### src/sine_quarter.hex
// One column: 12-bit magnitude per table address 0 to 31, in hex
// Entry n is round(2047 * sin((2n + 1) * pi / 128))
032
097
0FB
15E
1C1
222
282
2E1
33E
398
3F1
447
49B
4EB
539
583
5CB
60E
64E
68A
6C1
6F5
724
74F
776
798
7B5
7CD
7E1
7F0
7F9
7FE

### src/spi_sine_pkg.sv
package spi_sine_pkg;

    // SPI timing
    localparam int CLKS_PER_HALF_BIT = 2;            // System clocks per SPI half period
    localparam int WORD_BYTES        = 2;            // Bytes per CS-low transaction

    // Command byte sent in every byte slot
    localparam logic [7:0] REQ_COMMAND = 8'h21;

    // Request word fields, first byte high
    localparam int INDEX_W = 12;                     // Sine index, upper bits of word
    localparam int ID_W    = 4;                      // UART id, lower bits of word

    // Sine lookup
    localparam int    SAMPLE_W   = 12;               // Signed sample width
    localparam int    LUT_ADDR_W = 5;                // 32 entries per quarter wave
    localparam string LUT_FILE   = "/design/src/sine_quarter.hex";

    // Output channels
    localparam int NUM_UART = 4;                     // Ids at or above this are errors

endpackage

### src/spi_master_cs.sv
module spi_master_cs
    import spi_sine_pkg::*;
(
    input  logic       clk,
    input  logic       reset,
    input  logic       i_tx_dv,                      // Byte load strobe
    input  logic [7:0] i_tx_byte,
    output logic       o_ready,                      // Can take a byte this cycle
    output logic       o_rx_dv,                      // One-cycle pulse per received byte
    output logic [7:0] o_rx_byte,
    output logic       o_spi_clk,
    output logic       o_spi_mosi,
    output logic       o_spi_cs_n,
    input  logic       i_spi_miso
);

    typedef enum logic [1:0] {
        ST_IDLE,                                     // CS high while waiting for first byte
        ST_SHIFT,                                    // Clocking a byte
        ST_WAIT                                      // CS held low between bytes
    } state_t;

    state_t state;

    logic [$clog2(CLKS_PER_HALF_BIT + 1)-1:0] r_half_cnt;   // Clocks within half period
    logic [3:0]                               r_edge_cnt;   // 16 SPI edges per byte
    logic [$clog2(WORD_BYTES + 1)-1:0]        r_byte_cnt;   // Bytes done in this CS window
    logic [7:0]                               r_tx_shift;
    logic [7:0]                               r_rx_shift;
    logic                                     w_half_tick;
    logic                                     w_last_byte;

    assign w_half_tick = (r_half_cnt == CLKS_PER_HALF_BIT - 1);
    assign w_last_byte = (r_byte_cnt == WORD_BYTES - 1);

    assign o_ready    = (state == ST_IDLE) || (state == ST_WAIT);
    assign o_spi_mosi = r_tx_shift[7];               // MSB first and valid before rising edge

    always_ff @(posedge clk) begin
        if (reset) begin
            state      <= ST_IDLE;
            r_half_cnt <= '0;
            r_edge_cnt <= '0;
            r_byte_cnt <= '0;
            r_tx_shift <= '0;                        // Keeps MOSI low at idle
            o_rx_dv    <= 1'b0;
            o_spi_clk  <= 1'b0;                      // Mode 0 idles low
            o_spi_cs_n <= 1'b1;
        end else begin
            o_rx_dv <= 1'b0;                         // Pulse by default
            case (state)
                ST_IDLE, ST_WAIT: begin
                    if (i_tx_dv) begin
                        r_tx_shift <= i_tx_byte;     // First bit out right away
                        r_half_cnt <= '0;
                        r_edge_cnt <= '0;
                        o_spi_cs_n <= 1'b0;          // Half period of CS setup before edge
                        state      <= ST_SHIFT;
                    end
                end

                ST_SHIFT: begin
                    if (w_half_tick) begin
                        r_half_cnt <= '0;
                        r_edge_cnt <= r_edge_cnt + 1'b1;
                        o_spi_clk  <= ~o_spi_clk;
                        if (!o_spi_clk) begin        // Rising edge samples MISO
                            r_rx_shift <= {r_rx_shift[6:0], i_spi_miso};
                        end else begin               // Falling edge moves to next MOSI bit
                            r_tx_shift <= {r_tx_shift[6:0], 1'b0};
                        end
                        if (r_edge_cnt == 4'hF) begin    // Final falling edge of the byte
                            o_rx_dv   <= 1'b1;
                            o_rx_byte <= r_rx_shift;
                            if (w_last_byte) begin
                                r_byte_cnt <= '0;
                                o_spi_cs_n <= 1'b1;  // Release after last bit
                                state      <= ST_IDLE;
                            end else begin
                                r_byte_cnt <= r_byte_cnt + 1'b1;
                                state      <= ST_WAIT;
                            end
                        end
                    end else begin
                        r_half_cnt <= r_half_cnt + 1'b1;
                    end
                end

                default: begin
                    state <= ST_IDLE;
                end
            endcase
        end
    end

    // Requester only loads a byte when the master can take it
    a_tx_dv_when_ready: assert property (
        @(posedge clk) disable iff (reset)
        i_tx_dv |-> o_ready
    );

endmodule

### src/spi_word_request.sv
module spi_word_request
    import spi_sine_pkg::*;
(
    input  logic               clk,
    input  logic               reset,
    input  logic               i_start,              // Opens one two-byte request
    output logic               o_busy,
    output logic               o_tx_dv,
    output logic [7:0]         o_tx_byte,
    input  logic               i_ready,
    input  logic               i_rx_dv,
    input  logic [7:0]         i_rx_byte,
    output logic               o_word_valid,         // One-cycle pulse per word
    output logic [INDEX_W-1:0] o_sin_index,
    output logic [ID_W-1:0]    o_uart_id
);

    typedef enum logic [1:0] {
        ST_IDLE,
        ST_WAIT_HI,                                  // First byte, word MSBs
        ST_WAIT_LO,                                  // Second byte, word LSBs
        ST_DELIVER
    } state_t;

    state_t state;

    logic [INDEX_W+ID_W-1:0] r_word;                 // Assembled request word

    assign o_busy       = (state != ST_IDLE);
    assign o_tx_byte    = REQ_COMMAND;               // Same command in every slot
    assign o_word_valid = (state == ST_DELIVER);
    assign o_sin_index  = r_word[INDEX_W+ID_W-1:ID_W];
    assign o_uart_id    = r_word[ID_W-1:0];

    always_ff @(posedge clk) begin
        if (reset) begin
            state   <= ST_IDLE;
            o_tx_dv <= 1'b0;
        end else begin
            o_tx_dv <= 1'b0;
            case (state)
                ST_IDLE: begin
                    if (i_start && i_ready) begin    // Start while busy is dropped
                        o_tx_dv <= 1'b1;             // First byte next cycle
                        state   <= ST_WAIT_HI;
                    end
                end

                ST_WAIT_HI: begin
                    if (i_rx_dv) begin
                        r_word[INDEX_W+ID_W-1 -: 8] <= i_rx_byte;
                        o_tx_dv <= 1'b1;             // Second byte, CS still low
                        state   <= ST_WAIT_LO;
                    end
                end

                ST_WAIT_LO: begin
                    if (i_rx_dv) begin
                        r_word[7:0] <= i_rx_byte;
                        state       <= ST_DELIVER;
                    end
                end

                ST_DELIVER: begin
                    state <= ST_IDLE;                // Word valid for this cycle only
                end

                default: begin
                    state <= ST_IDLE;
                end
            endcase
        end
    end

    // Master only reports bytes this FSM asked for
    a_no_rx_when_idle: assert property (
        @(posedge clk) disable iff (reset)
        (state == ST_IDLE) |-> !i_rx_dv
    );

endmodule

### src/sine_quarter_lut.sv
module sine_quarter_lut
    import spi_sine_pkg::*;
(
    input  logic                       clk,
    input  logic                       reset,
    input  logic                       i_valid,
    input  logic [INDEX_W-1:0]         i_index,
    input  logic [ID_W-1:0]            i_uart_id,
    output logic                       o_sample_valid,
    output logic signed [SAMPLE_W-1:0] o_sample,
    output logic [ID_W-1:0]            o_uart_id     // Follows the sample
);

    logic [SAMPLE_W-1:0] rom [2**LUT_ADDR_W];        // First quarter magnitudes

    logic [1:0]                w_quadrant;
    logic [LUT_ADDR_W-1:0]     w_addr_raw;
    logic [LUT_ADDR_W-1:0]     w_addr;
    logic signed [SAMPLE_W-1:0] w_mag;

    initial begin
        $readmemh(LUT_FILE, rom);
    end

    assign w_quadrant = i_index[INDEX_W-1 -: 2];
    assign w_addr_raw = i_index[INDEX_W-3 -: LUT_ADDR_W];
    assign w_addr     = w_quadrant[0] ? ~w_addr_raw : w_addr_raw;   // 31 - addr in Q1, Q3
    assign w_mag      = rom[w_addr];

    always_ff @(posedge clk) begin
        if (reset) begin
            o_sample_valid <= 1'b0;
        end else begin
            o_sample_valid <= i_valid;
        end
    end

    always_ff @(posedge clk) begin
        if (i_valid) begin
            o_sample  <= w_quadrant[1] ? -w_mag : w_mag;   // Lower half wave in Q2, Q3
            o_uart_id <= i_uart_id;
        end
    end

endmodule

### src/sample_dispatch.sv
module sample_dispatch
    import spi_sine_pkg::*;
(
    input  logic                       clk,
    input  logic                       reset,
    input  logic                       i_valid,
    input  logic signed [SAMPLE_W-1:0] i_sample,
    input  logic [ID_W-1:0]            i_uart_id,
    output logic [NUM_UART-1:0]        o_chan_valid, // One strobe per channel
    output logic signed [SAMPLE_W-1:0] o_chan_sample,// Last routed sample
    output logic                       o_id_error    // Id with no channel
);

    logic w_id_ok;

    assign w_id_ok = (i_uart_id < ID_W'(NUM_UART));

    always_ff @(posedge clk) begin
        if (reset) begin
            o_chan_valid <= '0;
            o_id_error   <= 1'b0;
        end else begin
            o_chan_valid <= '0;
            o_id_error   <= 1'b0;
            if (i_valid) begin
                if (w_id_ok) begin
                    o_chan_valid <= NUM_UART'(1) << i_uart_id;   // One-hot by id
                end else begin
                    o_id_error <= 1'b1;
                end
            end
        end
    end

    always_ff @(posedge clk) begin
        if (i_valid && w_id_ok) begin
            o_chan_sample <= i_sample;               // Bad ids leave it unchanged
        end
    end

    // At most one channel per sample, never together with an error
    a_one_result: assert property (
        @(posedge clk) disable iff (reset)
        $onehot0({o_chan_valid, o_id_error})
    );

endmodule

### src/spi_sine_top.sv
module spi_sine_top
    import spi_sine_pkg::*;
(
    input  logic                       clk,
    input  logic                       reset,
    input  logic                       i_start,
    input  logic                       i_spi_miso,
    output logic                       o_spi_clk,
    output logic                       o_spi_mosi,
    output logic                       o_spi_cs_n,
    output logic                       o_busy,
    output logic [NUM_UART-1:0]        o_chan_valid,
    output logic signed [SAMPLE_W-1:0] o_chan_sample,
    output logic                       o_id_error
);

    // Requester to master
    logic       w_tx_dv;
    logic [7:0] w_tx_byte;
    logic       w_ready;
    logic       w_rx_dv;
    logic [7:0] w_rx_byte;

    // Requester to lookup
    logic               w_word_valid;
    logic [INDEX_W-1:0] w_sin_index;
    logic [ID_W-1:0]    w_word_id;

    // Lookup to dispatcher
    logic                       w_sample_valid;
    logic signed [SAMPLE_W-1:0] w_sample;
    logic [ID_W-1:0]            w_sample_id;

    spi_master_cs u_master (
        .clk        (clk),
        .reset      (reset),
        .i_tx_dv    (w_tx_dv),
        .i_tx_byte  (w_tx_byte),
        .o_ready    (w_ready),
        .o_rx_dv    (w_rx_dv),
        .o_rx_byte  (w_rx_byte),
        .o_spi_clk  (o_spi_clk),
        .o_spi_mosi (o_spi_mosi),
        .o_spi_cs_n (o_spi_cs_n),
        .i_spi_miso (i_spi_miso)
    );

    spi_word_request u_request (
        .clk          (clk),
        .reset        (reset),
        .i_start      (i_start),
        .o_busy       (o_busy),
        .o_tx_dv      (w_tx_dv),
        .o_tx_byte    (w_tx_byte),
        .i_ready      (w_ready),
        .i_rx_dv      (w_rx_dv),
        .i_rx_byte    (w_rx_byte),
        .o_word_valid (w_word_valid),
        .o_sin_index  (w_sin_index),
        .o_uart_id    (w_word_id)
    );

    sine_quarter_lut u_lut (
        .clk            (clk),
        .reset          (reset),
        .i_valid        (w_word_valid),
        .i_index        (w_sin_index),
        .i_uart_id      (w_word_id),
        .o_sample_valid (w_sample_valid),
        .o_sample       (w_sample),
        .o_uart_id      (w_sample_id)
    );

    sample_dispatch u_dispatch (
        .clk           (clk),
        .reset         (reset),
        .i_valid       (w_sample_valid),
        .i_sample      (w_sample),
        .i_uart_id     (w_sample_id),
        .o_chan_valid  (o_chan_valid),
        .o_chan_sample (o_chan_sample),
        .o_id_error    (o_id_error)
    );

endmodule

### config.mk
export PLATFORM = sky130hd
export DESIGN_NAME = spi_sine_top
export DESIGN_NICKNAME = d
export VERILOG_FILES = /design/src/spi_sine_pkg.sv /design/src/spi_master_cs.sv /design/src/spi_word_request.sv /design/src/sine_quarter_lut.sv /design/src/sample_dispatch.sv /design/src/spi_sine_top.sv
export SDC_FILE = /design/constraint.sdc
export NUM_CORES = 1
export LEC_CHECK = 0
export ABC_AREA = 1
export BUFFER_PORTS_ARGS = -buffer_cell sky130_fd_sc_hd__buf_2
export CORE_ASPECT_RATIO = 0.75
export CORE_UTILIZATION = 50
export DETAILED_ROUTE_END_ITERATION = 8
export PLACE_DENSITY = 0.83
export SLEW_MARGIN = 20
export SYNTH_ARGS = -nofsm -noshare
export SYNTH_HDL_FRONTEND = slang
export SYNTH_SLANG_ARGS = --single-unit
### constraint.sdc
create_clock -name clk -period 1.8 [get_ports clk]
set_clock_uncertainty 0.05 [all_clocks]
set_input_delay 0.36 -clock clk [delete_from_list [all_inputs] [get_ports clk]]
set_output_delay 0.36 -clock clk [all_outputs]
set_load 0.01 [all_outputs]
==> flow_summary.yaml, run 1 <==
run_status:
  outcome: "completed"
clock_tree:
  cts_root_buffer: "clkbuf_8"
  clk_latency_ns: 0.29
  post_cts_buffers: 0
  cts.sinks: 46
  cts_tree: "done"
  cts_max_path_buffers: 2
  clk_pin_slew_ns: 0.08
  hold_buffers: 0
  h-tree-depth: 2
  cts_resized: 0
  cts_buffers: 5
worst_setup_path:
  path_delay_family: "flip-flops"
  crit_buf_inv: 3
  crit_path_max_incr_delay_ns: 0.36
  required_ns: 1.39
  crit_slowest_cell: "dfxtp_1"
  cp-start-kind: "flip-flop"
  path_cells: "inv_1, ha_1, inv_1, buf_2"
  crit_top_cell: "inv_1"
  cp_max_fo: 3
  worstPathArrival_ns: 1.21
  cp-end-kind: "primary output"
  path_class: "reg2out"
route:
  drt-vias-per-instance: 4.60
  ant_nets: 0
  first_iter_violations: 76
  route.detailed.drc: 0
  wl_per_cell_um: 10.3
  vias: 1301
  drt_wl_total_um: 2900
  first_pass_iters: 4
worst_hold_path:
  hold_path.class: "in2reg"
timing:
  finalCritPeriodShare: 0.902
  tightest_slew_ns: 0.539
  setup_tns_ns: 0
  rsz0062_at_grt: "false"
  final_hold_viol_count: 0
  final_max_slew_viol_count: 0
  relSlewSlack: 0.638
  setup_viol: 0
  fin_crit_ns: 1.62
  fmax_mhz: 616
  worst_slack_ns: 0.176
place:
  hpwl_um: 2170
  pre_cts_ws_ns: 0.291
  placed_area_um2: 1990
  globalplace.congestion: 0.801
  io_buffer_count: 12
global_routing:
  grt_pass1_wl_um: 4950
  grt_util_met1: 0.215
  grt_max_degree: 16
  grt.busiest_layer: "met2"
  overflow: 0
  grt_antenna_before_repair: 0
  track_usage: 0.161
  use_met2: 0.251
  first_global_vias: 1210
  met3_usage: 0.0493
logic_synthesis:
  synth_top_family_by_area: "simple AND/OR/NAND/NOR gates"
  synth-simple-area-share: 0.234
  synth_area_per_cell_um2: 9.01
  synth_top_area_cell: "dfxtp_1"
  synthCells: 212
  yosysUniqueCellTypes: 24
  synth_compound_area_frac: 0.0550
  synth_edf_count: 16
  synth_adder_area_share: 0.0327
  syn-cell-area_um2: 1910
  yosys_warnings: 0
  ys.flop_type: "dfxtp_1"
  synth_top_area_frac: 0.314
  yosysSeqAreaShare: 0.566
  synth.most_common_cell: "nand2_1"
  synth.area.top_cells: "dfxtp_1 (31%), edfxtp_1 (25%), nand2_1 (11%)"
  synthMuxAreaShare: 0
  ys_ff_latch: 46
  yosys-top-cells-count: "nand2_1 (55), dfxtp_1 (30), inv_1 (25)"
  ys_async_sr_fraction: 0
  synthXorXnorAreaFrac: 0
floorplanning:
  die_w_um: 73.4
  io_pins: 25
  core_area_um2: 3660
  rows: 19
  die-area_um2: 4080
  die_h_um: 55.5
  floorplan.initialDensity: 0.522
job:
  cap_violations: 0
layout:
  drive_gt1_frac: 0.134
  area_growth_pct: 9.69
  fin_area_um2: 2100
  final_nets: 239
  multiInputGateArea_um2: 659
  fin_util: 0.572
  register_area_um2: 1080
  fill_cells: 343
  diodes: 0
pwr:
  vdd_drop_max_uv: 663
  p_total_uw: 2860
  power_leakage_uw: 0.000893
  p_per_area_nw_per_um2: 1370
[cells in the final DEF, fill, tap and decap left out, types with 5 or more instances in the layout]
cell      count
clkbuf_8      5
buf_2        12
o21ai_0       6
edfxtp_1     16
a21oi_1      12
nor3_1        7
nor2_1       17
conb_1       12
dfxtp_1      30
inv_1        25
nand2_1      55
ha_1          5
nand3_1       6
[path summary, 6_finish.rpt]
check / start / endpoint / slack [ns] / depth (start not counted)
setup / recovery: u_request.state[0] / o_busy / 0.18 / 4
hold / removal: i_spi_miso / u_master.r_rx_shift[0] / 0.19 / 1
hold reg to reg: u_request.r_word[0] / u_lut.o_uart_id[0] / 0.37 / 0
setup reg to reg: u_request.state[0] / u_request.r_word[1] / 0.29 / 4
[logic make-up after synthesis]
group / Yosys count
buffers and inverters: 42
AO/OA/AOI/OAI: 20
other: 1
flip-flops: 46
AND/OR/NAND/NOR: 98
adder cells (fa/ha/maj): 5
[layout make-up]
type | count | share of cell area
inverter | 27 | 0.0484
clock buffer | 6 | 0.0346
timing repair buffer | 15 | 0.0394
sequential | 46 | 0.516
clock inverter | 2 | 0.0161
multi-input combinational | 135 | 0.315
tap | 52 | 0.0310
[metal layers]
metal,wire [um],share of wire
met5,0,0
met4,25,0.0086
met1,1450,0.50
met2,1310,0.45
met3,111,0.038
[state kept, by name (all words and copies together) (netlist names)]
| name | flops |
|---|---|
| u_master.o_rx_dv | 1 |
| u_request.state | 2 |
| u_lut.o_sample_valid | 1 |
| u_master.r_tx_shift | 8 |
| u_master.state | 2 |
| u_master.o_rx_byte | 4 |
| u_dispatch.o_chan_valid | 4 |
| u_master.o_spi_cs_n | 1 |
| u_request.o_tx_dv | 1 |
| u_dispatch.o_id_error | 1 |
| u_lut.o_uart_id | 4 |
| u_request.r_word | 4 |
| u_master.o_spi_clk | 1 |
| u_master.r_edge_cnt | 4 |
| u_master.r_byte_cnt | 2 |
| u_master.r_rx_shift | 4 |
| u_master.r_half_cnt | 2 |
[worst reg2reg max path: stages, from the launching register on]
cell and delay, ns:
dfxtp_1 0.33, inv_1 0.10, ha_1 0.19, inv_1 0.06
nor3_1 0.42
[stage by stage]
| stage | hold slack [ns] | std cells |
|---|---|---|
| 6_report | 0.192 | 283 |
| 5_1_grt | 0.183 | 283 |
| 4_1_cts | 0.182 | 283 |
| 3_5_place_dp | 0.355 | 275 |
| 3_3_place_gp | 0.352 | 275 |
| 2_1_floorplan | 0.350 | 223 |
[power by group]
group | leakage [uW] | internal, uW | total, uW | switching, uW
combinational | 0.000452 | 285 | 861 | 576
clock | 0.0000528 | 410 | 720 | 310
sequential | 0.000388 | 1200 | 1280 | 84.1
Note: power is estimated with default switching activity, not from simulation.
==> run 2: changes to the inputs <==
--- a/constraint.sdc
+++ b/constraint.sdc
@@ -4,2 +4,2 @@
 set_output_delay 0.36 -clock clk [all_outputs]
-set_load 0.01 [all_outputs]
+set_load 0.1 [all_outputs]
==> flow_summary.yaml, run 2 (synthesis gave the netlist of run 1 again) <==
run_status:
  outcome: "completed"
worst_hold_path:
  hold_path_end: "u_master.r_rx_shift[0]"
  worst_hold_path.num_cells: 1
  hold_path.class: "in2reg"
  hp-start: "i_spi_miso"
layout:
  diodes: 0
  final_cells: 283
  final_common_cell: "nand2_1"
  final_nets: 239
  drive_gt1_frac: 0.147
  area_growth_pct: 9.63
  largest_reg_flops: 8
  layout_common_cells: "nand2_1 (55), dfxtp_1 (30), inv_1 (24), nor2_1 (17), edfxtp_1 (16)"
  register_area_um2: 1080
  fill_cells: 334
  largest-register: "u_master.r_tx_shift"
  multiInputGateArea_um2: 659
floorplanning:
  die-area_um2: 4080
  rows: 19
  die_h_um: 55.5
  die_w_um: 73.4
  floorplan.initialDensity: 0.522
  io_pins: 25
  core_area_um2: 3660
clock_tree:
  cts_buffers: 5
  clk_pin_slew_ns: 0.09
  cts_root_buffer: "clkbuf_8"
  cts.sinks: 46
  clk_latency_ns: 0.30
  cts_resized: 0
  cts_tree: "done"
  h-tree-depth: 2
  post_cts_buffers: 0
  cts_max_path_buffers: 2
  hold_buffers: 0
timing:
  setup_tns_ns: 0
  final_hold_viol_count: 0
  tightest_slew_ns: 0.498
  setup_viol: 0
  relSlewSlack: 0.666
  final_max_slew_viol_count: 0
  rsz0062_at_grt: "false"
  worst_slack_ns: 0.0954
  finalCritPeriodShare: 0.947
  fin_crit_ns: 1.70
  fmax_mhz: 587
route:
  vias: 1296
  drt-vias-per-instance: 4.58
  first_iter_violations: 70
  wl_per_cell_um: 10.4
  route.detailed.drc: 0
  first_pass_iters: 4
  ant_nets: 0
  drt_wl_total_um: 2940
worst_setup_path:
  path_cells: "inv_1, ha_1, inv_2, buf_12"
  crit_slowest_cell: "dfxtp_1"
  reg2reg_slack_ns: 0.31
  cp_max_fo: 3
  required_ns: 1.39
  cp-start-kind: "flip-flop"
  path_delay_family: "buffers and inverters"
  crit_buf_inv: 3
  cp-end-kind: "primary output"
  worstPathArrival_ns: 1.29
  rr_worst_depth: 4
  r2r-start: "u_request.state[0]"
  r2r-end: "u_request.r_word[0]"
  crit_path_max_incr_delay_ns: 0.36
  path_class: "reg2out"
global_routing:
  overflow: 0
  grt_antenna_before_repair: 0
  grt_pass1_wl_um: 4890
  track_usage: 0.165
  grt_max_degree: 16
  first_global_vias: 1151
pwr:
  p_per_area_nw_per_um2: 1480
  power_leakage_uw: 0.000887
  vdd_drop_max_uv: 759
  p_total_uw: 3110
place:
  dp_cells: 275
  io_buffer_count: 12
  globalplace.congestion: 0.846
  pre_cts_ws_ns: 0.308
  hpwl_um: 2170
job:
  cap_violations: 0
run 2: worst reg2reg max path: cells and delay by family, from the launching register on:
kind	cells	cell delay (ns)
simple gates	1	0.39
buf+inv	2	0.17
fa+ha+maj	1	0.18
flops	1	0.34
run 2: final cells by class:
class / count / share of cell area
timing repair buffer: 15 / 0.0466
clock inverter: 3 / 0.0102
clock buffer: 5 / 0.0329
sequential: 46 / 0.516
multi-input combinational: 135 / 0.315
inverter: 27 / 0.0484
tap: 52 / 0.0311
run 2: report_power, final:
group | internal, uW | switching, uW | total (uW)
sequential | 1200 | 87.1 | 1280
clock | 273 | 348 | 621
combinational | 324 | 877 | 1200
run 2: stage by stage:
| stage | cell area [um^2] | hold slack [ns] | util |
|---|---|---|---|
| finish | 2090 | 0.189 | 0.572 |
| floorplan | 1950 | 0.350 | - |
| CTS | 2090 | 0.183 | 0.572 |
| detailed placement | 2000 | 0.355 | 0.548 |
| global route | 2090 | 0.173 | 0.572 |
| global placement | 2000 | 0.352 | 0.548 |
run 2: how the worst max path moves through the flow:
stage | start | depth (start not counted) | endpoint
global placement | reset | 2 | u_request.r_word[0]
global route | u_request.state[1] | 4 | o_busy
detailed placement | u_request.state[0] | 4 | u_request.r_word[3]
floorplan | u_request.state[0] | 6 | u_request.state[0]
finish | u_request.state[0] | 4 | o_busy
CTS | u_request.state[0] | 4 | o_busy
run 2: per-layer routing:
metal	GRT usage	up-vias	wire length, um
met2	0.245	34	1270
met1	0.214	574	1450
met4	0.0549	0	54
met5	0	-	0
met3	0.0730	7	176
li1	-	681	-
